### config.mk
export PLATFORM = sky130hd
export DESIGN_NAME = dcache_lookup_flat
export DESIGN_NICKNAME = d
export VERILOG_FILES = /design/src/logic/dcache_pkg.sv /design/src/logic/dcache_way_if.sv /design/src/logic/dcache_lookup.sv /design/src/flat_wrapper.sv
export SDC_FILE = /design/constraint.sdc
export NUM_CORES = 1
export LEC_CHECK = 0
export CAP_MARGIN = 5
export CORE_AREA = 5 5 191 193
export DETAILED_ROUTE_END_ITERATION = 12
export DIE_AREA = 0 0 196 198
export DONT_BUFFER_PORTS = 1
export GPL_TIMING_DRIVEN = 0
export SYNTH_ARGS = -nofsm -noshare
export SYNTH_HDL_FRONTEND = slang
export SYNTH_SLANG_ARGS = --single-unit
### constraint.sdc
create_clock -name vclk -period 7.1
set_input_delay 1.42 -clock vclk [all_inputs]
set_output_delay 1.42 -clock vclk [all_outputs]
set_load 0.01 [all_outputs]
### src/logic/dcache_pkg.sv
// shared cache geometry, controller states and data word type, referenced by scoped names
package dcache_pkg;

    // address split: tag 63:9, index 8:3, offset 2:0
    localparam int ADDR_W   = 64;
    localparam int DATA_W   = 64;
    localparam int MASK_W   = 8;
    localparam int OFFSET_W = 3;
    localparam int INDEX_W  = 6;
    localparam int NUM_SETS = 1 << INDEX_W;
    localparam int TAG_W    = ADDR_W - INDEX_W - OFFSET_W;

    typedef logic [ADDR_W-1:0]  addr_t;
    typedef logic [INDEX_W-1:0] index_t;
    typedef logic [TAG_W-1:0]   tag_t;
    typedef logic [MASK_W-1:0]  mask_t;

    // whole word for fills and bus traffic, byte lanes for masked stores
    typedef union packed {
        logic [DATA_W-1:0]               word;
        logic [MASK_W-1:0][7:0]          bytes;
    } data_u;

    typedef enum logic [2:0] {
        IDLE   = 3'd0,
        LOOKUP = 3'd1,
        HIT    = 3'd2,
        WBACK  = 3'd3,
        REFILL = 3'd4,
        RETRY  = 3'd5
    } state_e;

endpackage
### src/logic/dcache_way_if.sv
// per-way bundle between the controller, the way storage and the lookup logic
interface dcache_way_if;

    // controller to way
    dcache_pkg::index_t index;
    logic               wr_en;
    dcache_pkg::mask_t  wr_mask;
    dcache_pkg::data_u  wr_data;
    dcache_pkg::tag_t   wr_tag;
    logic               fill_en;
    logic               dirty_set;

    // way to controller and lookup
    dcache_pkg::tag_t   rd_tag;
    logic               rd_valid;
    logic               rd_dirty;
    dcache_pkg::data_u  rd_data;

    modport ctrl (
        output index, wr_en, wr_mask, wr_data, wr_tag, fill_en, dirty_set,
        input  rd_tag, rd_valid, rd_dirty, rd_data
    );

    modport store (
        input  index, wr_en, wr_mask, wr_data, wr_tag, fill_en, dirty_set,
        output rd_tag, rd_valid, rd_dirty, rd_data
    );

    modport peek (
        input  rd_tag, rd_valid, rd_dirty, rd_data
    );

endinterface

### src/logic/dcache_lookup.sv
// tag compare over both ways, read data mux and victim selection for the current request
module dcache_lookup (
    input  dcache_pkg::addr_t   mem_addr_i,
    input  logic                lru_victim_i,
    dcache_way_if.peek          way0,
    dcache_way_if.peek          way1,
    output logic                hit_o,
    output logic                hit_way_o,
    output dcache_pkg::data_u   hit_data_o,
    output logic                victim_way_o,
    output logic                victim_dirty_o,
    output dcache_pkg::addr_t   victim_addr_o,
    output dcache_pkg::data_u   victim_data_o
);

    dcache_pkg::tag_t   req_tag;
    dcache_pkg::index_t req_index;
    dcache_pkg::tag_t   victim_tag;
    logic               hit0;
    logic               hit1;

    assign req_tag   = mem_addr_i[dcache_pkg::ADDR_W-1 -: dcache_pkg::TAG_W];
    assign req_index = mem_addr_i[dcache_pkg::OFFSET_W +: dcache_pkg::INDEX_W];

    assign hit0 = way0.rd_valid && (way0.rd_tag == req_tag);
    assign hit1 = way1.rd_valid && (way1.rd_tag == req_tag);

    assign hit_o      = hit0 || hit1;
    assign hit_way_o  = !hit0 && hit1;
    assign hit_data_o = hit_way_o ? way1.rd_data : way0.rd_data;

    // empty way first, way 0 preferred, then the lru pick
    always_comb begin
        if (!way0.rd_valid) begin
            victim_way_o = 1'b0;
        end else if (!way1.rd_valid) begin
            victim_way_o = 1'b1;
        end else begin
            victim_way_o = lru_victim_i;
        end
    end

    assign victim_dirty_o = victim_way_o ? (way1.rd_valid && way1.rd_dirty)
                                         : (way0.rd_valid && way0.rd_dirty);
    assign victim_data_o  = victim_way_o ? way1.rd_data : way0.rd_data;
    assign victim_tag     = victim_way_o ? way1.rd_tag  : way0.rd_tag;

    // writeback address of the line being evicted
    assign victim_addr_o = {victim_tag, req_index, {dcache_pkg::OFFSET_W{1'b0}}};

endmodule

### src/flat_wrapper.sv
// flat-port wrapper written by rule: the top's interface ports become plain ports
module dcache_lookup_flat 
  (mem_addr_i, lru_victim_i, hit_o, hit_way_o, hit_data_o, victim_way_o, victim_dirty_o, victim_addr_o, victim_data_o, way0_rd_tag, way0_rd_valid, way0_rd_dirty, way0_rd_data, way1_rd_tag, way1_rd_valid, way1_rd_dirty, way1_rd_data);
  dcache_way_if way0_i ();
  dcache_way_if way1_i ();
  input  dcache_pkg::addr_t mem_addr_i;
  input  logic lru_victim_i;
  output logic hit_o;
  output logic hit_way_o;
  output dcache_pkg::data_u hit_data_o;
  output logic victim_way_o;
  output logic victim_dirty_o;
  output dcache_pkg::addr_t victim_addr_o;
  output dcache_pkg::data_u victim_data_o;
  input wire logic [$bits(way0_i.rd_tag)-1:0] way0_rd_tag;
  input wire logic [$bits(way0_i.rd_valid)-1:0] way0_rd_valid;
  input wire logic [$bits(way0_i.rd_dirty)-1:0] way0_rd_dirty;
  input wire logic [$bits(way0_i.rd_data)-1:0] way0_rd_data;
  input wire logic [$bits(way1_i.rd_tag)-1:0] way1_rd_tag;
  input wire logic [$bits(way1_i.rd_valid)-1:0] way1_rd_valid;
  input wire logic [$bits(way1_i.rd_dirty)-1:0] way1_rd_dirty;
  input wire logic [$bits(way1_i.rd_data)-1:0] way1_rd_data;
  assign way0_i.rd_tag = way0_rd_tag;
  assign way0_i.rd_valid = way0_rd_valid;
  assign way0_i.rd_dirty = way0_rd_dirty;
  assign way0_i.rd_data = way0_rd_data;
  assign way1_i.rd_tag = way1_rd_tag;
  assign way1_i.rd_valid = way1_rd_valid;
  assign way1_i.rd_dirty = way1_rd_dirty;
  assign way1_i.rd_data = way1_rd_data;
  dcache_lookup u_core (.mem_addr_i(mem_addr_i), .lru_victim_i(lru_victim_i), .way0(way0_i), .way1(way1_i), .hit_o(hit_o), .hit_way_o(hit_way_o), .hit_data_o(hit_data_o), .victim_way_o(victim_way_o), .victim_dirty_o(victim_dirty_o), .victim_addr_o(victim_addr_o), .victim_data_o(victim_data_o));
endmodule
; Yosys cells after proc, flatten, opt, wreduce, memory -nomap -nowiden
; Index checks and enable logic that the tools add are counted.
[totals]
regBits = 0
in_bits = 307
output_inout_bits = 196
wordCells = 15
[op_classes]
eq_ne = 2
n_mux = 6
n_reduce_logical = 7
[ops]
columns = cell, n
row1 = 2-to-1 mux 64 bit, 2
row2 = == test 55 bit, 2
row3 = 2-to-1 mux 55 bit, 1
row4 = logical AND 1 bit, 5
row5 = 2-to-1 mux 1 bit, 3
row6 = logical NOT 1 bit, 1
row7 = logical OR 1 bit, 1

; Depth between registers and ports, before layout
[depth]
word_depth = 5
ltp_mapped = 8
depth_no_buf = 6

; Worst setup path before layout
; No wires, ideal clock.
[synth_path]
path_type = input to output
start = input port mem_addr_i[43]
end = output port hit_data_o[14] in the netlist's numbering
t_arrival_ns = 2.830
required_ns = 5.680
slack_ns = 2.850
cell_stages = 8
path_buffers = 2
cell_sequence = xnor2_1 > nand4_1 > nor4_1 > nand4_1 > nand2b_4 > buf_8 > buf_12 > mux2_4
[synth_rtl]
columns = element, line
row1 = start: declaration, flat_wrapper.sv:6  ; input dcache_pkg::addr_t mem_addr_i;
row2 = end: declaration, flat_wrapper.sv:10  ; output dcache_pkg::data_u hit_data_o;

==> key figures <==
Drt
  – Top layer in use: met4
  – Met1 WL: 8.92 mm
  – Vias: 4292
  – DRT Wirelength: 26.2 mm
  – DRC viols: 0
  – Initial detailed-routing violation count: 205
  – Metal3 WL: 3.18 mm
  – Final ANT Viol Nets: 0
  – Drt first pass iters: 4
  – DR WL met2: 13.1 mm
  – Wire per inst: 24.3 microns
  – Via-to-Cell Ratio: 3.98

Power
  – Maximum VDD drop: 0.0218 mV
  – Total power: 0.000293 W
  – Power per cell area: 67.1 nW/um^2
  – Lkg Pwr: 2.03 nW

Finish
  – Area growth from synthesis to layout: 15.2%
  – Final Net Count: 932
  – Sequential cell area: 0 sq um
  – Seq Cell Count: 0
  – Antenna Cells: 0
  – Layout cells sized above 1: 13.2%
  – Final std cells w/o fill: 1078
  – Layout clock buffers: 0
  – Finished Cell Area: 4360 sq um

GRT
  – Vias in the first global route: 4491
  – All-Layer GR Usage: 12.0%
  – Largest net degree at the start of global routing: 11
  – First-pass GRT wire length: 33.5 mm
  – Grt ovf: 0
  – Initial antenna violation count: 0

Clock tree
  – Post-CTS resize count: 0
  – Hold Buf Count CTS: 0
  – Postcts setup bufs: 0

Floorplan
  – Die area: 38800 sq um
  – Core area: 34400 sq um
  – Die Ht: 198 microns
  – # IOs: 503
  – Rows: 68
  – Die width: 196 microns
  – Initial Util: 11.0%

Synth
  – Post-Syn Area: 3790 sq um
  – Post-Syn Area per Cell: 6.10 sq um
  – Ys Warns: 0
  – Post-Synthesis Cells: 621
  – Synth top area share: 35.6%
  – Seq/Total Area, Yosys: 0%
  – Synth top cells by count: nand2_1, xnor2_1, mux2_4
  – Largest cells by area after synthesis: nand2_1, xnor2_1, mux2_4
  – Count leader, synth: nand2_1
  – Netlist cell types: 18
  – Synth area leader: nand2_1

Timing
  – FMAX: 0.186 GHz
  – Worst-margin pin slew: 1010 ps
  – Hold Fails Final Rpt: 0
  – Slew Limit Fails: 0
  – # setup viols final: 0
  – Setup TNS: 0 ps
  – Rel. slew slack: 32.9%
  – Tmin final: 5390 ps
  – RSZ-0062 raised after global routing: no
  – Period utilization: 75.8%

Placed design
  – Placed insts: 1078
  – IO Port Bufs: 0
  – Placed inst area: 4360 sq um
  – Detailed Place HPWL: 23.6 mm
  – GPL Wtd Cong: 0.832

Critical path
  – CP Launch Type: primary input
  – Worst Path Arrival: 3970 ps
  – CP Class: in2out
  – Maximum fanout along the worst path: 10
  – CP endpoint kind: output pin
  – Worst EP required: 5680 ps

Worst hold path
  – Worst Hold Path EP: victim_addr_o[5]
  – Worst hold path depth: 1
  – Hold WC Path Type: in2out
  – Hold Startpoint: mem_addr_i[5]

Flow run
  – Max Cap Viol: 0

Outcome
  – Status: completed
[routing by layer]
layer | track usage (%) | vias up
li1 | - | 1963
met1 | 12.7 | 1908
met2 | 22.0 | 379
met3 | 4.29 | 42
met4 | 4.01 | 0
met5 | 0 | -
[final cells by class]
cell class | count | area, sq um
well taps | 455 | 569
fillers | 3999 | 30000
multi-input cells | 578 | 3500
plain buffers | 42 | 285
inverters | 3 | 11.3
[where the power goes]
part,switching (W),internal [W]
registers,0,0
logic,0.000189,0.000104
clock network,0,0
[critical path: stages]
cell      delay, ps
xnor2_1         490
nand4_1         300
nor4_1          540
nand4_1         270
nand2b_4        170
buf_8           220
buf_12          180
mux2_4          350
[layout by cell type, fill, tap and decap left out, drive strengths merged]
cell	netlist	routed
buf	16	16
clkbuf	26	26
conb	1	3
inv	3	3
mux2	64	64
mux2i	1	1
nand2	359	359
nand2b	1	1
nand4	30	30
nor2	3	3
nor4	6	6
o21ai	1	1
xnor2	110	110
[metrics by stage]
step                      setup WS (ps)  hold slack (ps)  util [%]
after floorplan                    2850             2930         -
after global routing               1430             2940      12.7
after CTS                          1560             2940      12.7
final                              1710             2930      12.7
after global placement             1540             2940      12.7
after detailed placement           1570             2940      12.7
[worst max path at each step]
stage                         from              to  slack (ps)  cells past startpoint
finish              mem_addr_i[61]  hit_data_o[34]        1710                      8
global route        mem_addr_i[61]  hit_data_o[61]        1430                      8
CTS                 mem_addr_i[61]  hit_data_o[61]        1560                      8
detailed placement  mem_addr_i[61]  hit_data_o[61]        1570                      8
global placement    mem_addr_i[61]  hit_data_o[34]        1540                      8
floorplan           mem_addr_i[43]  hit_data_o[14]        2850                      8
[cells by family after synthesis]
kind of cell | count (synthesis) | synth area share, %
AOI/OAI and AO/OA | 1 | 0.132
other | 1 | 0.0990
xor gates and xnor gates | 110 | 25.4
buffers and inverters | 45 | 7.83
and+or+nand+nor | 399 | 42.4
muxes | 65 | 24.1
No activity file was read; power rests on OpenSTA's default activity.
