File: config.mk
export PLATFORM = sky130hd
export DESIGN_NAME = dcache_ctrl_flat
export DESIGN_NICKNAME = d
export VERILOG_FILES = /design/src/logic/dcache_pkg.sv /design/src/logic/dcache_way_if.sv /design/src/logic/dcache_ctrl.sv /design/src/flat_wrapper.sv
export SDC_FILE = /design/constraint.sdc
export NUM_CORES = 1
export LEC_CHECK = 0
export ABC_CLOCK_PERIOD_IN_PS = 3400
export BUFFER_PORTS_ARGS = -buffer_cell sky130_fd_sc_hd__clkbuf_2
export CAP_MARGIN = 20
export CELL_PAD_IN_SITES_DETAIL_PLACEMENT = 1
export CELL_PAD_IN_SITES_GLOBAL_PLACEMENT = 2
export CORE_AREA = 2 2 433 435
export DETAILED_ROUTE_END_ITERATION = 8
export DIE_AREA = 0 0 435 437
export PLACE_DENSITY = 0.35
export SYNTH_ARGS = -nofsm -noshare
export SYNTH_HDL_FRONTEND = slang
export SYNTH_SLANG_ARGS = --single-unit
File: constraint.sdc
create_clock -name clk -period 3.4 [get_ports clk]
set_input_delay 0.34 -clock clk [delete_from_list [all_inputs] [get_ports clk]]
set_output_delay 0.34 -clock clk [all_outputs]
set_load 0.01 [all_outputs]
File: src/logic/dcache_pkg.sv
// shared cache geometry, controller states and data word type, referenced by scoped names
package dcache_pkg;

    // address split: tag 63:9, index 8:3, offset 2:0
    localparam int ADDR_W   = 64;
    localparam int DATA_W   = 64;
    localparam int MASK_W   = 8;
    localparam int OFFSET_W = 3;
    localparam int INDEX_W  = 6;
    localparam int NUM_SETS = 1 << INDEX_W;
    localparam int TAG_W    = ADDR_W - INDEX_W - OFFSET_W;

    typedef logic [ADDR_W-1:0]  addr_t;
    typedef logic [INDEX_W-1:0] index_t;
    typedef logic [TAG_W-1:0]   tag_t;
    typedef logic [MASK_W-1:0]  mask_t;

    // whole word for fills and bus traffic, byte lanes for masked stores
    typedef union packed {
        logic [DATA_W-1:0]               word;
        logic [MASK_W-1:0][7:0]          bytes;
    } data_u;

    typedef enum logic [2:0] {
        IDLE   = 3'd0,
        LOOKUP = 3'd1,
        HIT    = 3'd2,
        WBACK  = 3'd3,
        REFILL = 3'd4,
        RETRY  = 3'd5
    } state_e;

endpackage
File: src/logic/dcache_way_if.sv
// per-way bundle between the controller, the way storage and the lookup logic
interface dcache_way_if;

    // controller to way
    dcache_pkg::index_t index;
    logic               wr_en;
    dcache_pkg::mask_t  wr_mask;
    dcache_pkg::data_u  wr_data;
    dcache_pkg::tag_t   wr_tag;
    logic               fill_en;
    logic               dirty_set;

    // way to controller and lookup
    dcache_pkg::tag_t   rd_tag;
    logic               rd_valid;
    logic               rd_dirty;
    dcache_pkg::data_u  rd_data;

    modport ctrl (
        output index, wr_en, wr_mask, wr_data, wr_tag, fill_en, dirty_set,
        input  rd_tag, rd_valid, rd_dirty, rd_data
    );

    modport store (
        input  index, wr_en, wr_mask, wr_data, wr_tag, fill_en, dirty_set,
        output rd_tag, rd_valid, rd_dirty, rd_data
    );

    modport peek (
        input  rd_tag, rd_valid, rd_dirty, rd_data
    );

endinterface

File: src/logic/dcache_ctrl.sv
// cache controller FSM, sequences lookup, hit, dirty writeback and refill for one request
module dcache_ctrl (
    input  logic                clk,
    input  logic                rst,
    input  dcache_pkg::addr_t   mem_addr_i,
    input  dcache_pkg::data_u   mem_wdata_i,
    input  dcache_pkg::mask_t   mem_mask_i,
    input  logic                mem_read_i,
    input  logic                mem_write_i,
    output dcache_pkg::data_u   mem_rdata_o,
    output logic                mem_done_o,
    output dcache_pkg::addr_t   bus_addr_o,
    output dcache_pkg::data_u   bus_wdata_o,
    output logic                bus_read_o,
    output logic                bus_write_o,
    input  dcache_pkg::data_u   bus_rdata_i,
    input  logic                bus_ok_i,
    input  logic                hit_i,
    input  logic                hit_way_i,
    input  dcache_pkg::data_u   hit_data_i,
    input  logic                victim_way_i,
    input  logic                victim_dirty_i,
    input  dcache_pkg::addr_t   victim_addr_i,
    input  dcache_pkg::data_u   victim_data_i,
    output logic                touch_o,
    output logic                touch_way_o,
    dcache_way_if.ctrl          way0,
    dcache_way_if.ctrl          way1
);

    dcache_pkg::state_e state;
    dcache_pkg::state_e state_nxt;
    logic               store_hit;
    logic               fill;

    always_ff @(posedge clk or negedge rst) begin
        if (!rst) begin
            state <= dcache_pkg::IDLE;
        end else begin
            state <= state_nxt;
        end
    end

    always_comb begin
        state_nxt = state;
        case (state)
            dcache_pkg::IDLE: begin
                if (mem_read_i || mem_write_i) begin
                    state_nxt = dcache_pkg::LOOKUP;
                end
            end
            dcache_pkg::LOOKUP: begin
                if (hit_i) begin
                    state_nxt = dcache_pkg::HIT;
                end else if (victim_dirty_i) begin
                    state_nxt = dcache_pkg::WBACK;
                end else begin
                    state_nxt = dcache_pkg::REFILL;
                end
            end
            dcache_pkg::HIT:    state_nxt = dcache_pkg::IDLE;
            dcache_pkg::WBACK: begin
                if (bus_ok_i) begin
                    state_nxt = dcache_pkg::REFILL;
                end
            end
            dcache_pkg::REFILL: begin
                if (bus_ok_i) begin
                    state_nxt = dcache_pkg::RETRY;
                end
            end
            // one cycle for the filled way to show up on the read ports
            dcache_pkg::RETRY:  state_nxt = dcache_pkg::LOOKUP;
            default:            state_nxt = dcache_pkg::IDLE;
        endcase
    end

    assign store_hit = (state == dcache_pkg::HIT) && mem_write_i;
    assign fill      = (state == dcache_pkg::REFILL) && bus_ok_i;

    // core side
    assign mem_done_o  = (state == dcache_pkg::HIT);
    assign mem_rdata_o = mem_done_o ? hit_data_i : '0;
    assign touch_o     = (state == dcache_pkg::HIT);
    assign touch_way_o = hit_way_i;

    // bus side, victim line on writeback, aligned request line on refill
    assign bus_write_o = (state == dcache_pkg::WBACK);
    assign bus_read_o  = (state == dcache_pkg::REFILL);
    assign bus_addr_o  = bus_write_o ? victim_addr_i
                       : {mem_addr_i[dcache_pkg::ADDR_W-1:dcache_pkg::OFFSET_W],
                          {dcache_pkg::OFFSET_W{1'b0}}};
    assign bus_wdata_o = victim_data_i;

    // way 0 controls
    assign way0.index     = mem_addr_i[dcache_pkg::OFFSET_W +: dcache_pkg::INDEX_W];
    assign way0.wr_tag    = mem_addr_i[dcache_pkg::ADDR_W-1 -: dcache_pkg::TAG_W];
    assign way0.wr_mask   = mem_mask_i;
    assign way0.wr_data   = fill ? bus_rdata_i : mem_wdata_i;
    assign way0.wr_en     = store_hit && !hit_way_i;
    assign way0.dirty_set = store_hit && !hit_way_i;
    assign way0.fill_en   = fill && !victim_way_i;

    // way 1 controls
    assign way1.index     = mem_addr_i[dcache_pkg::OFFSET_W +: dcache_pkg::INDEX_W];
    assign way1.wr_tag    = mem_addr_i[dcache_pkg::ADDR_W-1 -: dcache_pkg::TAG_W];
    assign way1.wr_mask   = mem_mask_i;
    assign way1.wr_data   = fill ? bus_rdata_i : mem_wdata_i;
    assign way1.wr_en     = store_hit && hit_way_i;
    assign way1.dirty_set = store_hit && hit_way_i;
    assign way1.fill_en   = fill && victim_way_i;

endmodule

File: src/flat_wrapper.sv
// flat-port wrapper written by rule: the top's interface ports become plain ports
module dcache_ctrl_flat 
  (clk, rst, mem_addr_i, mem_wdata_i, mem_mask_i, mem_read_i, mem_write_i, mem_rdata_o, mem_done_o, bus_addr_o, bus_wdata_o, bus_read_o, bus_write_o, bus_rdata_i, bus_ok_i, hit_i, hit_way_i, hit_data_i, victim_way_i, victim_dirty_i, victim_addr_i, victim_data_i, touch_o, touch_way_o, way0_index, way0_wr_en, way0_wr_mask, way0_wr_data, way0_wr_tag, way0_fill_en, way0_dirty_set, way0_rd_tag, way0_rd_valid, way0_rd_dirty, way0_rd_data, way1_index, way1_wr_en, way1_wr_mask, way1_wr_data, way1_wr_tag, way1_fill_en, way1_dirty_set, way1_rd_tag, way1_rd_valid, way1_rd_dirty, way1_rd_data);
  dcache_way_if way0_i ();
  dcache_way_if way1_i ();
  input  logic clk;
  input  logic rst;
  input  dcache_pkg::addr_t mem_addr_i;
  input  dcache_pkg::data_u mem_wdata_i;
  input  dcache_pkg::mask_t mem_mask_i;
  input  logic mem_read_i;
  input  logic mem_write_i;
  output dcache_pkg::data_u mem_rdata_o;
  output logic mem_done_o;
  output dcache_pkg::addr_t bus_addr_o;
  output dcache_pkg::data_u bus_wdata_o;
  output logic bus_read_o;
  output logic bus_write_o;
  input  dcache_pkg::data_u bus_rdata_i;
  input  logic bus_ok_i;
  input  logic hit_i;
  input  logic hit_way_i;
  input  dcache_pkg::data_u hit_data_i;
  input  logic victim_way_i;
  input  logic victim_dirty_i;
  input  dcache_pkg::addr_t victim_addr_i;
  input  dcache_pkg::data_u victim_data_i;
  output logic touch_o;
  output logic touch_way_o;
  output wire logic [$bits(way0_i.index)-1:0] way0_index;
  output wire logic [$bits(way0_i.wr_en)-1:0] way0_wr_en;
  output wire logic [$bits(way0_i.wr_mask)-1:0] way0_wr_mask;
  output wire logic [$bits(way0_i.wr_data)-1:0] way0_wr_data;
  output wire logic [$bits(way0_i.wr_tag)-1:0] way0_wr_tag;
  output wire logic [$bits(way0_i.fill_en)-1:0] way0_fill_en;
  output wire logic [$bits(way0_i.dirty_set)-1:0] way0_dirty_set;
  input wire logic [$bits(way0_i.rd_tag)-1:0] way0_rd_tag;
  input wire logic [$bits(way0_i.rd_valid)-1:0] way0_rd_valid;
  input wire logic [$bits(way0_i.rd_dirty)-1:0] way0_rd_dirty;
  input wire logic [$bits(way0_i.rd_data)-1:0] way0_rd_data;
  output wire logic [$bits(way1_i.index)-1:0] way1_index;
  output wire logic [$bits(way1_i.wr_en)-1:0] way1_wr_en;
  output wire logic [$bits(way1_i.wr_mask)-1:0] way1_wr_mask;
  output wire logic [$bits(way1_i.wr_data)-1:0] way1_wr_data;
  output wire logic [$bits(way1_i.wr_tag)-1:0] way1_wr_tag;
  output wire logic [$bits(way1_i.fill_en)-1:0] way1_fill_en;
  output wire logic [$bits(way1_i.dirty_set)-1:0] way1_dirty_set;
  input wire logic [$bits(way1_i.rd_tag)-1:0] way1_rd_tag;
  input wire logic [$bits(way1_i.rd_valid)-1:0] way1_rd_valid;
  input wire logic [$bits(way1_i.rd_dirty)-1:0] way1_rd_dirty;
  input wire logic [$bits(way1_i.rd_data)-1:0] way1_rd_data;
  assign way0_index = way0_i.index;
  assign way0_wr_en = way0_i.wr_en;
  assign way0_wr_mask = way0_i.wr_mask;
  assign way0_wr_data = way0_i.wr_data;
  assign way0_wr_tag = way0_i.wr_tag;
  assign way0_fill_en = way0_i.fill_en;
  assign way0_dirty_set = way0_i.dirty_set;
  assign way0_i.rd_tag = way0_rd_tag;
  assign way0_i.rd_valid = way0_rd_valid;
  assign way0_i.rd_dirty = way0_rd_dirty;
  assign way0_i.rd_data = way0_rd_data;
  assign way1_index = way1_i.index;
  assign way1_wr_en = way1_i.wr_en;
  assign way1_wr_mask = way1_i.wr_mask;
  assign way1_wr_data = way1_i.wr_data;
  assign way1_wr_tag = way1_i.wr_tag;
  assign way1_fill_en = way1_i.fill_en;
  assign way1_dirty_set = way1_i.dirty_set;
  assign way1_i.rd_tag = way1_rd_tag;
  assign way1_i.rd_valid = way1_rd_valid;
  assign way1_i.rd_dirty = way1_rd_dirty;
  assign way1_i.rd_data = way1_rd_data;
  dcache_ctrl u_core (.clk(clk), .rst(rst), .mem_addr_i(mem_addr_i), .mem_wdata_i(mem_wdata_i), .mem_mask_i(mem_mask_i), .mem_read_i(mem_read_i), .mem_write_i(mem_write_i), .mem_rdata_o(mem_rdata_o), .mem_done_o(mem_done_o), .bus_addr_o(bus_addr_o), .bus_wdata_o(bus_wdata_o), .bus_read_o(bus_read_o), .bus_write_o(bus_write_o), .bus_rdata_i(bus_rdata_i), .bus_ok_i(bus_ok_i), .hit_i(hit_i), .hit_way_i(hit_way_i), .hit_data_i(hit_data_i), .victim_way_i(victim_way_i), .victim_dirty_i(victim_dirty_i), .victim_addr_i(victim_addr_i), .victim_data_i(victim_data_i), .touch_o(touch_o), .touch_way_o(touch_way_o), .way0(way0_i), .way1(way1_i));
endmodule
---- Yosys cells after proc, flatten, opt, wreduce, memory -nomap -nowiden ----
Index checks and enable logic that the tools add are counted.
storage, ports and cells
  bits of input ports ..................... 643
  flip-flop bits (word level) ............. 3
  output and inout bits ................... 469
  word-level logic and storage cells ...... 29
operators by class
  equal/unequal tests ..................... 8
  reductions and logical operators ........ 11
  mux-type cells .......................... 9
operator list
  cell                count
  $mux 64             3
  $mux 3              5
  $pmux 3 s5          1
  $eq 3x2->1 const B  2
  $eq 3x3->1 const B  2
  $logic_and 1x1->1   6
  $ne 2x1->1 const B  2
  $eq 3x1->1 const B  1
  $logic_not 3->1     1
  $reduce_and 3->1    1
  $logic_not 1->1     2
  $ne 2x2->1 const B  1
  $logic_or 1x1->1    1

---- Depth between registers and ports, before layout ----
  depth after elaboration ................. 3
  gate-level depth with buffers ........... 6
  mapped depth without buffers ............ 3

---- Worst setup path before layout ----
OpenSTA, ideal clock, no wires.
  path kind ............................... register -> output
  from .................................... register u_core.state[0]
  to ...................................... output port way1_wr_data[14]
  slack ................................... 1406 ps
  cell stages (with the launch flop) ...... 7
  required time ........................... 3060 ps
  arrival ................................. 1654 ps
  path buffers ............................ 3
  cells stage by stage .................... dfrtp_1 nor3b_4 and2_4 buf_12 buf_12 mux2_4 buf_4
between the ends
  longest elaborated chain between the ends .. 3
ends and longest elaborated chain
  item                    RTL line            text
  start, declared         dcache_ctrl.sv:31   dcache_pkg::state_e state;
  start signal, assigned  dcache_ctrl.sv:38   state <= dcache_pkg::IDLE;
  start signal, assigned  dcache_ctrl.sv:40   state <= state_nxt;
  $eq 3x3->1              n/a
  via bus_read_o          flat_wrapper.sv:17  output logic bus_read_o;
  $logic_and 1x1->1       dcache_ctrl.sv:79   assign fill = (state == dcache_pkg::REFILL) && bus_ok_i;
  $mux 64                 dcache_ctrl.sv:108  assign way1.wr_data = fill ? bus_rdata_i : mem_wdata_i;
  end, declared           flat_wrapper.sv:44  output wire logic [$bits(way1_i.wr_data)-1:0] way1_wr_data;
The timed path passes the listed nets, and every way through them passes these cells.

---- Worst setup path after layout ----
  from .................................... register u_core.state[2]
  to ...................................... output port way0_wr_data[23]
between the ends
  longest elaborated chain between the ends .. 3
ends and longest elaborated chain
  item               RTL line            text
  $eq 3x3->1         dcache_ctrl.sv:79
  $logic_and 1x1->1  dcache_ctrl.sv:79
  $mux 64            dcache_ctrl.sv:99   assign way0.wr_data = fill ? bus_rdata_i : mem_wdata_i;
  end, declared      flat_wrapper.sv:33  output wire logic [$bits(way0_i.wr_data)-1:0] way0_wr_data;
Every way passes these cells.

==> impl_metrics.tcl <==
set metrics [dict create \
    synthesis.nets 1151 \
    routabilityCongestion 0.7706 \
    io_buffers 714 \
    pwr-share-comb_pct 89.3 \
    ant_nets 0 \
    die-area_um2 190100 \
    fin_setup_tns_ns 0 \
    maxSlewViolCount 0 \
    synth.distinct_cells 24 \
    finalPower_uw 2586 \
    crit_path_end_kind "output pin" \
    firstDrtPassIters 4 \
    grt_usage_pct 7.649 \
    power_density_nw_per_um2 282.5 \
    design_area_um2 9154 \
    drt_iter0_drc 218 \
    final.setup_skew_ns 0.0001101 \
    yosysWarnings 0 \
    p_leak_uw 0.004008 \
    worst_slew_pin_slew_ns 0.6131 \
    r2r_slack_ns 1.92 \
    io_pins 1112 \
    max_freq_ghz 0.3532 \
    cts_tree "done" \
    worstSetupPathType "reg2out" \
    grt_pass1_vias 5383 \
    crit_path_start "u_core.state[2]" \
    critPathArrivalTime_ns 2.49 \
    fin_crit_sh_pct 83.28 \
    post_dp_cell_area_um2 9050 \
    rows 158 \
    yosysSeqAreaShare_pct 1.680 \
    clock-sinks 3 \
    start_kind "flop" \
    postSynthCellCount 508 \
    clkPwrFrac_pct 7.3 \
    start_util_pct 2.415 \
    intPower_uw 1132 \
    fill_cells 22386 \
    largest-register "u_core.state" \
    syn2layout_area_growth_pct 104.9 \
    p_sw_share_pct 56.21 \
    nets 1590 \
    cap_violations 0 \
    r2r_end "u_core.state[0]" \
    hold_viol 0 \
    die_h_um 437 \
    required_ns 3.06 \
    wl_per_cell_um 22.25 \
    grt-ovfl-total 0 \
    rsz0062_at_grt "false" \
    dp_slack_ns 0.6861 \
    seq_power_share_pct 3.4 \
    cts_setup_buffers 0 \
    final_common_cell "clkbuf_2" \
    wl_mm 76.38 \
    cts_buffers 3 \
    path_clk_slew_ns 0.03 \
    vias 5310 \
    drive_above_1_share_pct 90.49 \
    finalWorstSetupSlack_ns 0.5684 \
    endpoint "way0_wr_data[23]" \
    clk_path_buf_depth 2 \
    status "complete, no violations" \
    peakVddDrop_v 0.0001419 \
    cts_root_buf "clkbuf_16" \
    fp.dieW_um 435 \
    syn-cell-area_um2 4468 \
    hp-class "in2reg" \
    cts_htree_levels 1 \
    drc_errors 0 \
    slew_headroom_pct 59.13 \
    grt_first_pass_wirelength_mm 88.04 \
    period_needed_ns 2.832 \
    core_um2 185000 \
    mostFrequentLayoutCells "714 x clkbuf_2, 76 x mux2_2, 67 x and2_1" \
    ff2ff_path_depth 3 \
    reg2reg_from "u_core.state[2]" \
    synth-seq-cells 3 \
    cp_max_fo 19 \
    grt_max_degree 69 \
    hpwlAfterDp_mm 73.52 \
    reg.largest.list "u_core.state: 3 flops" \
    clk_latency_ns 0.23 \
    vias_per_cell 1.547 \
    largest_reg_flops 3 \
    syn_area_per_cell_um2 8.795 \
    holdWs_ns 0.5142 \
    setup_violations 0 \
    p_sw_uw 1453 \
    antenna_found_initial 54 \
]
==> how the worst min path moves through the flow <==
stage                   from              end  slack [ns]  depth (start not counted)
floorplan                rst  u_core.state[0]        0.04                          0
global placement         rst  u_core.state[0]        0.15                          1
detailed placement       rst  u_core.state[0]        0.15                          1
CTS                 bus_ok_i  u_core.state[0]        0.53                          3
global route        bus_ok_i  u_core.state[0]        0.55                          3
finish              bus_ok_i  u_core.state[0]        0.51                          3
==> layer usage <==
layer  vias up  GRT usage, %  part of all wire (%)  wire length [um]
met1      2444         8.422                    37             28260
met5         -        0.2268                  0.19               145
met2       476         13.20                    48             36970
met3       105         4.027                    13              9818
met4        14         1.086                   1.6              1185
li1       2271             -                     -                 -
==> final cells by class <==
class,count,area [um^2],area share [%]
repair buffers,725,3709,40.51
well taps,2480,3103,33.90
multi-input cells,214,2173,23.74
clock buffers,4,78.83,0.8611
flip-flops and latches,3,75.07,0.8201
diodes,6,15.01,0.1640
==> power groups by stage <==
stage          registers, uW  clock network, uW  logic, uW
6_report                87.5                189       2310
5_1_grt                 92.6                201       2500
4_1_cts                 87.9                193       2440
3_5_place_dp            88.2                  0       2430
3_3_place_gp            87.9                  0       2440
2_1_floorplan           73.4                  0       1330
==> synth_stat cells <==
cell type  number  area, um^2
o21bai_1        1       7.510
nand2_1         2       7.510
mux2_4         49       735.7
nor2b_1         4       25.02
clkbuf_1        4       15.01
nor3b_4         1       18.77
and3_1          2       12.51
buf_12          6       120.1
clkbuf_2        3       15.01
o21ai_0         1       5.000
and2_4          1       8.760
nor3b_2         1       12.51
buf_4         275        2064
nor2_1          2       7.510
a21oi_1         1       5.000
mux2_2         76       855.8
dfrtp_1         3       75.07
and3b_1         1       8.760
buf_2           3       15.01
nor3_1          1       5.000
and2_1         67       419.2
nand2b_1        2       12.51
o211ai_1        1       7.510
o31a_1          1       8.760
==> logic make-up (layout without fill, tap and decap cells) <==
kind of cell / after synthesis / in the layout / share of synthesized area (%)
simple gates: 84 / 84 / 12.04
mux: 125 / 125 / 35.62
compound gates: 5 / 5 / 0.7560
other cells: 0 / 6 / 0
flops: 3 / 3 / 1.680
buf+inv: 291 / 729 / 49.90
==> through the flow <==
step                      utilization [%]  cells
after floorplan                         -    508
after global placement              4.891   3421
after detailed placement            4.891   3421
after CTS                           4.939   3426
after global routing                4.939   3426
final                               4.947   3432
==> worst max-delay path, stage by stage, from the launching register on <==
cell	delay [ns]
dfrtp_1	0.48
nor3b_4	0.36
and2_4	0.40
buf_12	0.24
buf_12	0.17
mux2_4	0.39
clkbuf_2	0.16
==> repair_timing <==
item | CTS | global route
resized for setup | 0 | 0
hold endpoints to repair | 3 | 0
hold buffers | 1 | 0
Note: power is estimated with default switching activity, not from simulation.
