**config.mk**
```make
export PLATFORM = sky130hd
export DESIGN_NAME = dcache_lru
export DESIGN_NICKNAME = d
export VERILOG_FILES = /design/src/logic/dcache_pkg.sv /design/src/logic/dcache_lru.sv
export SDC_FILE = /design/constraint.sdc
export NUM_CORES = 1
export LEC_CHECK = 0
export ABC_AREA = 1
export BUFFER_PORTS_ARGS = -buffer_cell sky130_fd_sc_hd__buf_2
export CORE_MARGIN = 4
export CORE_UTILIZATION = 50
export CTS_CLUSTER_DIAMETER = 60
export CTS_CLUSTER_SIZE = 24
export DETAILED_ROUTE_END_ITERATION = 16
export PLACE_DENSITY = 0.68
export SLEW_MARGIN = 20
export SYNTH_ARGS = -nofsm -noshare
export SYNTH_HDL_FRONTEND = slang
export SYNTH_SLANG_ARGS = --single-unit
```
**constraint.sdc**
```tcl
create_clock -name clk -period 2 [get_ports clk]
set_input_delay 0.6 -clock clk [delete_from_list [all_inputs] [get_ports clk]]
set_output_delay 0.6 -clock clk [all_outputs]
set_load 0.01 [all_outputs]
```
**src/logic/dcache_pkg.sv**
```systemverilog
// shared cache geometry, controller states and data word type, referenced by scoped names
package dcache_pkg;

    // address split: tag 63:9, index 8:3, offset 2:0
    localparam int ADDR_W   = 64;
    localparam int DATA_W   = 64;
    localparam int MASK_W   = 8;
    localparam int OFFSET_W = 3;
    localparam int INDEX_W  = 6;
    localparam int NUM_SETS = 1 << INDEX_W;
    localparam int TAG_W    = ADDR_W - INDEX_W - OFFSET_W;

    typedef logic [ADDR_W-1:0]  addr_t;
    typedef logic [INDEX_W-1:0] index_t;
    typedef logic [TAG_W-1:0]   tag_t;
    typedef logic [MASK_W-1:0]  mask_t;

    // whole word for fills and bus traffic, byte lanes for masked stores
    typedef union packed {
        logic [DATA_W-1:0]               word;
        logic [MASK_W-1:0][7:0]          bytes;
    } data_u;

    typedef enum logic [2:0] {
        IDLE   = 3'd0,
        LOOKUP = 3'd1,
        HIT    = 3'd2,
        WBACK  = 3'd3,
        REFILL = 3'd4,
        RETRY  = 3'd5
    } state_e;

endpackage
```
**src/logic/dcache_lru.sv**
```systemverilog
// one lru bit per set naming the way to replace next
module dcache_lru (
    input  logic                clk,
    input  logic                rst,
    input  dcache_pkg::index_t  index_i,
    input  logic                touch_i,
    input  logic                touch_way_i,
    output logic                victim_o
);

    logic [dcache_pkg::NUM_SETS-1:0] lru;

    always_ff @(posedge clk or negedge rst) begin
        if (!rst) begin
            lru <= '0;
        end else if (touch_i) begin
            // the way not just used becomes least recent
            lru[index_i] <= !touch_way_i;
        end
    end

    assign victim_o = lru[index_i];

endmodule

```
== After elaboration in Yosys (flattened, before gate mapping) ==
Cells that the tools add are included.
Word-level totals
  logic and storage cells: 10
  output and inout bits: 1
  RAM bits: 0
  input port bits: 10
  register bits: 64
  ROM bits: 0
  memories: 0
  latch bits: 0
Operators by class
  shift operators: 0
  muxes and demuxes: 5
  $lt $le $gt $ge: 2
  add/subtract/negate cells: 0
  reduce and logical (&&, ||, !) cells: 2
  equal/unequal tests: 0
  div/mod/pow operators: 0
  bitwise logic cells: 0
  $mul: 0
Operators by type and width (count)
  bitwise mux 64 bit: 1
  < comparator 6 x 7 -> 1 bit (second input constant): 1
  binary-select mux 1 bit (select 6 bit): 1
  demux 1 bit (select 6 bit): 1
  greater-or-equal comparator 6 x 1 -> 1 bit (second input constant): 1
  two-way mux 1 bit: 2
  logical AND 1 bit: 1
  zero test 1 bit: 1

== Longest topological paths before layout ==
Gate-level depths: netlist of run 1.
  word-level depth: 5
  depth in mapped cells: 12
  gate-level depth less buffers: 11

== Worst setup path before layout of run 1 ==
No wires, ideal clock.
  path kind: in2out
  start point: input index_i[0]
  end point: output victim_o
  cell stages on the path: 8
  arrival: 1.468 ns
  required time: 1.400 ns
  slack: -0.068 ns
  cell sequence: buf_6 -> or2_2 -> nand3_1 -> nand2_1 -> o21ai_1 -> nand2_1 -> nor2_1 -> nand2_1
Between the ends
  word-level cells in the longest chain between the ends: 2
Ends and longest elaborated chain
  start: declaration: RTL line dcache_lru.sv:5  | input dcache_pkg::index_t index_i,
  binary-select mux 1 bit (select 6 bit): RTL line dcache_lru.sv:22  | assign victim_o = lru[index_i];
  two-way mux 1 bit (not written as such): RTL line dcache_lru.sv:22
  end: declaration: RTL line dcache_lru.sv:8  | output logic victim_o
No other way between the ends. The select of a mux whose other input is x is not followed.

== Worst setup path after layout of run 1 ==
Ends and elaborated chain as after synthesis.

==> results of run 1 <==
## cell families (layout without fill, tap and decap cells)
kind of cell           after synthesis  count (layout)  share of synthesized area, %
buffers and inverters               68             107                          10.9
AND/OR/NAND/NOR                    189             189                          25.2
AO/OA/AOI/OAI                      124             124                          19.2
flip-flops                          64              64                          44.6
## worst max-delay path, cell delays in order
cell	delay (ns)
buf_12	0.12
buf_8	0.12
buf_16	0.13
nand2_2	0.05
nand2_1	0.05
nand2_1	0.05
nand2_1	0.05
nand2_1	0.06
nand2_1	0.05
nand2_1	0.07
nand2_1	0.06
nor2_1	0.10
nand2_1	0.08
buf_2	0.14
## where the power goes
group	internal, uW	switching, uW	leakage, uW
Combinational	335	448	0.00114
Clock	495	463	0.0000842
Sequential	1550	131	0.000794
## what timing repair did
item,CTS,global route
setup buffers,3,0
hold endpoints to repair,0,0
gates resized for setup,22,4
endpoints found under the setup margin,1,1
pin swaps,16,7
cloned,2,1
## layout make-up
type	count	area [um2]
Sequential cell	64	1600
Clock inverter	1	5.00
Tap cell	96	120
Multi-Input combinational cell	313	1650
Timing Repair Buffer	55	562
Fill cell	599	2620
Inverter	39	151
Clock buffer	12	155
## final timing paths
path,start,to,slack (ns),cells past startpoint
max in group asynchronous,rst,lru[47],1.31,2
worst min-delay path,rst,lru[0],0.18,1
worst min register to register,lru[57],lru[57],0.53,2
min in group clk,lru[57],lru[57],0.53,2
worst max register to register,lru[43],lru[43],1.28,2
worst max-delay path,index_i[0],victim_o,-0.33,14
## cells in the final DEF (no fill, tap or decap), drive strengths merged
master  netlist  final
nand2       123    123
dfrtp        64     64
a21oi        56     56
buf          23     54
a31oi        48     48
inv          39     39
nor2         37     37
o21ai        16     16
nand3        15     15
clkbuf        6     13
nor3          9      9
o211ai        4      4
or2           2      2
nor4          2      2
nand3b        1      1
clkinv        0      1
## routing by layer
metal / GRT usage, % / up-vias
met5: 0 / -
met4: 6.35 / 0
met3: 5.61 / 10
met2: 34.4 / 92
met1: 31.6 / 1510
li1: - / 1569
## stage by stage
step                      cells  setup slack (ns)  power [uW]  utilization, %  cell area, um2
after floorplan             445           -0.0312        2200               -            3620
after global placement      561            -0.390        2410            57.0            3910
after detailed placement    561            -0.428        2430            57.0            3910
after CTS                   579            -0.325        3430            61.3            4210
after global routing        580            -0.414        3650            61.8            4250
final                       580            -0.326        3420            61.8            4250
==> flow_metrics.tcl, run 1 <==
set metrics [dict create \
    netlist_area_mm2 0.00359 \
    dp_hpwl_mm 5.95 \
    rsz0062_at_grt "true" \
    end_kind "primary output" \
    skew_ns 0 \
    place.gp.congestion 0.873 \
    drv_slew 0 \
    die_width_um 92.7 \
    via_per_inst 5.48 \
    yosys.cell_count.top_type "nand2_1" \
    hold_path_class "primary input to asynchronous set/reset pin" \
    max-slew-margin-rel_pct 71.7 \
    drive_above_1_share_pct 21.7 \
    crit_type "primary input to primary output" \
    fp.dieArea_mm2 0.00860 \
    totalWireLength_mm 8.94 \
    status "complete, but fails checks" \
    cts.htree.levels 3 \
    clockRootBuffer "clkbuf_8" \
    async_flop_share_pct 100 \
    cp.arrival_ns 1.73 \
    drc 0 \
    grt_overflow 0 \
    ys_top_cells_by_area "dfrtp_1, nand2_1, a31oi_1" \
    yosys.area.top_type "dfrtp_1" \
    regMostFlops "lru" \
    wl_met1_mm 4.14 \
    synth-seq-cells 64 \
    worstMarginPinSlew_ns 0.424 \
    drtPass1Iterations 4 \
    yosysWarnings 0 \
    startpoint_type "primary input" \
    met2_length_mm 4.19 \
    synthTopCellsByCount "nand2_1, dfrtp_1, a21oi_1" \
    synth_cells 445 \
    row_count 30 \
    seq_area_frac_synth_pct 44.6 \
    wl_met3_um 518 \
    cts_tree "built" \
    ir_drop_mv 0.286 \
    syn-num-nets 455 \
    grt_pass1_vias 2973 \
    path_max_fanout 7 \
    vias 3181 \
    design.core.area_mm2 0.00687 \
    max_freq_mhz 430 \
    nNetsFinal 492 \
    top_layer_used "met4" \
    dieHeight_um 92.7 \
    clk_path_buf_depth 2 \
    antenna_found_initial 0 \
    tns_ns -0.326 \
    cts_buffers 9 \
    hold_viol_final 0 \
    largest_register_ffs 64 \
    grt_use_total_pct 22.4 \
    clk_pin_slew_worst_paths_ns 0.07 \
    numPortBuffers 10 \
    first_iter_violations 270 \
    drt.antenna.violating_nets 0 \
    violations "negative setup slack" \
    insertion_delay_ns 0.34 \
    hold_buffers 0 \
    start_util_pct 52.2 \
    fin_ws_ns -0.326 \
    synth_edf_count 0 \
    grt_pass1_wl_mm 15.1 \
    syn-mean-instance-area_um2 8.06 \
    routedWlPerCell_um 15.4 \
    setup-violations-final 1 \
    insertedDiodeCount 0 \
    cts.sinks 64 \
    whs_ns 0.180 \
    cp_data_required_time_ns 1.40 \
    cap_violations 0 \
    grt_max_degree 43 \
    synth.distinct_cells 28 \
    synthFlopType "dfrtp_1" \
    pin_count 11 \
    power_leakage_uw 0.00202 \
    finalCritPeriodShare_pct 116 \
    synth.top_cell.area_share_pct 44.6 \
    area_growth_pct 18.3 \
    finalCriticalPeriod_ns 2.33 \
    reg.largest.list "lru (64)" \
    power.density_mw_per_mm2 806 \
]
Note: power is estimated with default switching activity, not from simulation.
==> inputs of run 2 (changes only) <==
ABC_AREA = unset   (was 1)
CORE_UTILIZATION = 40   (was 50)
PLACE_DENSITY = 0.54   (was 0.68)
clock period = 2.8 ns   (was 2 ns; I/O delays follow)
==> run 2 against run 1 <==
The flow still finishes with violations (negative setup slack). Total power down 26%. Setup slack improved by 0.055 ns. Utilization decreased by 12 points. Combinational power is 40% lower. Die area rose by 11%. Register-to-register slack improved by 0.79 ns. First-iteration DRC count down 44%. Synthesized cell count decreased by 24%. Sequential power down 27%. Sequential share of layout area increased by 3.9 points. Highest routed layer unchanged.
==> flow_metrics.tcl, run 2 <==
set metrics [dict create \
    status "complete, but fails checks" \
    violations "negative setup slack" \
    clk_pin_slew_worst_paths_ns 0.06 \
    synth-seq-cells 64 \
    synthFlopType "dfrtp_1" \
    worstMarginPinSlew_ns 0.665 \
    dieHeight_um 97.8 \
    fillers 747 \
    cts.sinks 64 \
    startpoint_type "primary input" \
    numPortBuffers 10 \
    largest_register_ffs 64 \
    place.gp.congestion 0.857 \
    insertedDiodeCount 0 \
    grt_pass1_vias 2646 \
    synthTopCellsByCount "nor2_1, a21oi_1, dfrtp_1" \
    drt.antenna.violating_nets 0 \
    final_cell_mix "nor2_1, a21oi_1, dfrtp_1" \
    cts_tree "built" \
    drv_slew 0 \
    r2r_start "lru[51]" \
    end_kind "primary output" \
    drtPass1Iterations 4 \
    pin_count 11 \
    max_freq_mhz 326 \
    met2_length_mm 3.80 \
    post_dp_cell_area_mm2 0.00356 \
    area_growth_pct 19.2 \
    async_flop_share_pct 100 \
    first_iter_violations 151 \
    synth.top_cell.area_share_pct 49.6 \
    antenna_found_initial 0 \
    critPathLaunch "index_i[0]" \
    netlist_area_mm2 0.00323 \
    power_leakage_uw 0.00168 \
    routedWlPerCell_um 17.5 \
    cp_data_required_time_ns 1.96 \
    finish.instance_area_mm2 0.00385 \
    drive_above_1_share_pct 21.7 \
    yosys.area.top_type "dfrtp_1" \
    crit_type "primary input to primary output" \
    wl_met1_mm 3.81 \
    wl_met3_um 488 \
    max-slew-margin-rel_pct 55.6 \
    syn-mean-instance-area_um2 9.61 \
    top_layer_used "met4" \
    finalCritPeriodShare_pct 110 \
    synth_cells 336 \
    vias 2577 \
    fin_ws_ns -0.272 \
    grt_overflow 0 \
    regMostFlops "lru" \
    grt_use_total_pct 18.3 \
    hold_viol_final 0 \
    cp.arrival_ns 2.23 \
    ir_drop_mv 0.286 \
    cp-endpoint "victim_o" \
    hold_path_class "primary input to asynchronous set/reset pin" \
    clk_path_buf_depth 2 \
    row_count 32 \
    power.density_mw_per_mm2 660 \
    fp.dieArea_mm2 0.00957 \
    whs_ns 0.502 \
    design.core.area_mm2 0.00777 \
    die_width_um 97.8 \
    skew_ns 0 \
    via_per_inst 5.47 \
    seq_area_mm2 0.00160 \
    seq_area_frac_synth_pct 49.6 \
    grt_pass1_wl_mm 13.7 \
    postCtsSetupRepairBufs 0 \
    tns_ns -0.272 \
    start_util_pct 41.6 \
    syn-num-nets 346 \
    clockRootBuffer "clkbuf_8" \
    ys_top_cells_by_area "dfrtp_1, a21oi_1, nor2_1" \
    path_max_fanout 7 \
    total_power_uw 2540 \
    pre_cts_slack_ns -0.432 \
    cts.htree.levels 3 \
    nNetsFinal 374 \
    setup-violations-final 1 \
    multiInputGateArea_mm2 0.00149 \
    cts_buffers 9 \
    dp_hpwl_mm 5.46 \
    reg.largest.list "lru (64)" \
    totalWireLength_mm 8.22 \
    reg2reg_depth 2 \
    grt_max_degree 65 \
    final_common_cell "nor2_1" \
    synth_edf_count 0 \
    insertion_delay_ns 0.34 \
    reg2reg_to "lru[51]" \
    synth.distinct_cells 38 \
    finalCriticalPeriod_ns 3.07 \
    yosys.cell_count.top_type "nor2_1" \
    rsz0062_at_grt "true" \
    reg2reg_slack_ns 2.07 \
    drc 0 \
    cap_violations 0 \
    yosysWarnings 0 \
]
## run 2: changes by cell type in the layout (fill, tap and decap cells not counted), moves of 6 or more
| cell | delta |
|---|---|
| a21oi_1 | +10 |
| o21ai_2 | -6 |
| o21ai_0 | -7 |
| nor2_1 | +39 |
| a31oi_1 | -14 |
| inv_1 | -33 |
| mux4_2 | +9 |
| nand2_1 | -108 |
| nand3_1 | -7 |
## run 2: where the power goes
| part | leakage (uW) | switching (uW) | internal, uW |
|---|---|---|---|
| clock | 0.000113 | 348 | 508 |
| sequential | 0.000811 | 110 | 1110 |
| combinational | 0.000759 | 228 | 240 |
## run 2: cell families (layout without fill, tap and decap cells)
family,Yosys count,after routing,synth area share (%)
AOI/OAI and AO/OA,116,116,20.8
buffers and inverters,31,64,4.57
muxes,17,17,9.69
DFF,64,64,49.6
and+or+nand+nor,108,108,15.3
## run 2: metal layers
metal,vias to the layer above,track usage (%)
met4,0,8.20
met1,1231,25.5
met5,-,0
met3,10,4.07
li1,1272,-
met2,64,27.3
## run 2: area by class of cell
cell class | count | share of cell area, %
sequential | 64 | 41.6
multi-input combinational | 241 | 38.6
clock inverter | 2 | 0.910
timing repair buffer | 47 | 10.7
tap | 102 | 3.32
inverter | 1 | 0.0975
clock buffer | 14 | 4.75
## run 2: repair_timing
item / 4_1_cts / 5_1_grt
pin swaps: 2 / 0
endpoints found under the setup margin: 1 / 1
gates resized for setup: 11 / 0
hold buffers: 0 / 0
hold endpoints to repair: 0 / 0
gates cloned: 1 / 0
## run 2: worst max-delay path, cell delays in order
cell and delay [ns]:
buf_12 0.11, buf_4 0.12, mux4_2 0.48, mux2i_1 0.14, o22ai_1 0.10, a211oi_2 0.16
nand3_1 0.12, buf_2 0.16
## run 2: metrics by stage
stage	utilization, %	instances
final	49.5	471
after detailed placement	45.9	454
after global routing	49.5	471
after CTS	49.5	471
after floorplan	-	336
after global placement	45.9	454
## run 2: how the worst min path moves through the flow
stage | end | depth (start not counted) | slack [ns] | from
6_report | lru[49] | 2 | 0.50 | rst
5_1_grt | lru[29] | 2 | 0.52 | rst
4_1_cts | lru[29] | 2 | 0.52 | rst
3_5_place_dp | lru[36] | 2 | 0.52 | lru[36]
3_3_place_gp | lru[41] | 2 | 0.51 | lru[41]
2_1_floorplan | lru[57] | 2 | 0.49 | lru[57]
==> inputs of run 3 (changes only) <==
BUFFER_PORTS_ARGS = unset   (was -buffer_cell sky130_fd_sc_hd__buf_2)
DONT_BUFFER_PORTS = 1   (was unset)
PLACE_DENSITY = 0.53   (was 0.54)
==> run 3 against run 2 <==
The run still ends with negative setup slack left. Setup slack improved by 0.27 ns. Hold slack got worse by 0.32 ns. Non-clock buffer count fell by 35. Sequential cell count did not move. Sequential share of layout area rose by 3.8 points. Critical endpoint unchanged. Largest cell class unchanged. Highest routed layer unchanged.
==> flow_metrics.tcl, run 3 (same netlist as run 2, synthesis figures left out) <==
set metrics [dict create \
    status "complete, but fails checks" \
    violations "negative setup slack" \
    hold_viol_final 0 \
    finalCriticalPeriod_ns 2.80 \
    grt_max_degree 65 \
    max_freq_mhz 357 \
    clk_path_buf_depth 2 \
    grt_use_total_pct 17.9 \
    cts_buffers 9 \
    insertedDiodeCount 0 \
    row_count 32 \
    crit_chain "mux4_2, a22oi_2, o22ai_2, a211oi_2, nand3_2" \
    power_leakage_uw 0.00148 \
    die_width_um 97.8 \
    reg2reg_slack_ns 2.09 \
    first_iter_violations 141 \
    power.density_mw_per_mm2 690 \
    hold_path_class "primary input to asynchronous set/reset pin" \
    whs_ns 0.185 \
    fin_ws_ns -0.000285 \
    critPathLaunch "index_i[0]" \
    final_common_cell "nor2_1" \
    critPathBufInv 0 \
    numPortBuffers 0 \
    post-place-cells 420 \
    place.gp.congestion 0.747 \
    path_max_fanout 23 \
    dieHeight_um 97.8 \
    fin_cells 436 \
    design.core.area_mm2 0.00777 \
    post_dp_cell_area_mm2 0.00329 \
    total_power_uw 2430 \
    critPathMaxStageDelay_ns 0.49 \
    fp.dieArea_mm2 0.00957 \
    hold_buffers 0 \
    rsz0062_at_grt "true" \
    pin_count 11 \
    drive_above_1_share_pct 13.5 \
    max-slew-margin-rel_pct 42.9 \
    cp.arrival_ns 1.96 \
    final_cell_mix "nor2_1, a21oi_1, dfrtp_1" \
    routedWlPerCell_um 18.2 \
    cp_data_required_time_ns 1.96 \
    finish.instance_area_mm2 0.00352 \
    setup-violations-final 1 \
    cts.htree.levels 3 \
    drc 0 \
    vias 2479 \
    grt_overflow 0 \
    drt.antenna.violating_nets 0 \
    insertion_delay_ns 0.34 \
    start_util_pct 41.6 \
    drv_slew 0 \
    critPathSlowestCell "mux4_2" \
    startpoint_type "primary input" \
    cts_tree "built" \
    area_growth_pct 9.15 \
    ir_drop_mv 0.323 \
    skew_ns 0 \
    cts.sinks 64 \
    crit_type "primary input to primary output" \
    r2r_start "lru[35]" \
    via_per_inst 5.69 \
    dp_hpwl_mm 4.98 \
    regMostFlops "lru" \
    tns_ns -0.000285 \
    end_kind "primary output" \
    clockRootBuffer "clkbuf_8" \
    totalWireLength_mm 7.92 \
    antenna_found_initial 0 \
    worstMarginPinSlew_ns 0.854 \
    critPathTopFamily "multiplexers" \
    grt_pass1_vias 2390 \
    reg.largest.list "lru (64)" \
    reg2reg_depth 2 \
    largest_register_ffs 64 \
    drtPass1Iterations 4 \
    clk_pin_slew_worst_paths_ns 0.07 \
    cap_violations 0 \
    reg2reg_to "lru[35]" \
    nNetsFinal 339 \
    grt_pass1_wl_mm 13.3 \
    finalCritPeriodShare_pct 100 \
]
-- run 3: cell types whose count changed in the layout (fill, tap and decap cells not counted), sizes merged --
cell    delta
buf       -34
bufbuf     -1
-- run 3: per-stage QoR --
| step | setup slack [ns] | util (%) |
|---|---|---|
| final | -0.000285 | 45.4 |
| after global routing | -0.0508 | 45.4 |
| after CTS | -0.0601 | 45.3 |
| after detailed placement | -0.0850 | 42.4 |
| after global placement | -0.0551 | 42.4 |
| after floorplan | 0.0171 | - |
-- run 3: worst max-delay path by stage --
stage,end,slack (ns),cells after the start
finish,victim_o,-0.0003,5
global route,victim_o,-0.05,5
CTS,victim_o,-0.06,5
detailed placement,victim_o,-0.08,5
global placement,victim_o,-0.06,5
floorplan,victim_o,0.02,6
-- run 3: repair_timing --
action                     4_1_cts  5_1_grt
setup endpoints to repair        1        1
setup buffers                    0        0
gates resized for setup          3        1
cloned                           0        0
pin swaps                        4        3
-- run 3: cell type report --
class | instances | area (um2)
fillers | 744 | 4240
flip-flops and latches | 64 | 1600
multi-input cells | 241 | 1480
clock buffers | 14 | 183
well taps | 102 | 128
repair buffers | 12 | 90.1
clock inverters | 2 | 35.0
inverters | 1 | 3.75
-- run 3: layer usage --
layer | vias up | track usage [%] | wire length, um
met5 | - | 0 | 0
li1 | 1213 | - | -
met3 | 13 | 5.07 | 467
met4 | 0 | 6.71 | 148
met2 | 61 | 25.4 | 3490
met1 | 1192 | 25.8 | 3820
-- run 3: report_power, final --
group / internal, uW / switching, uW
clock network: 508 / 350
registers: 1110 / 109
logic: 200 / 159
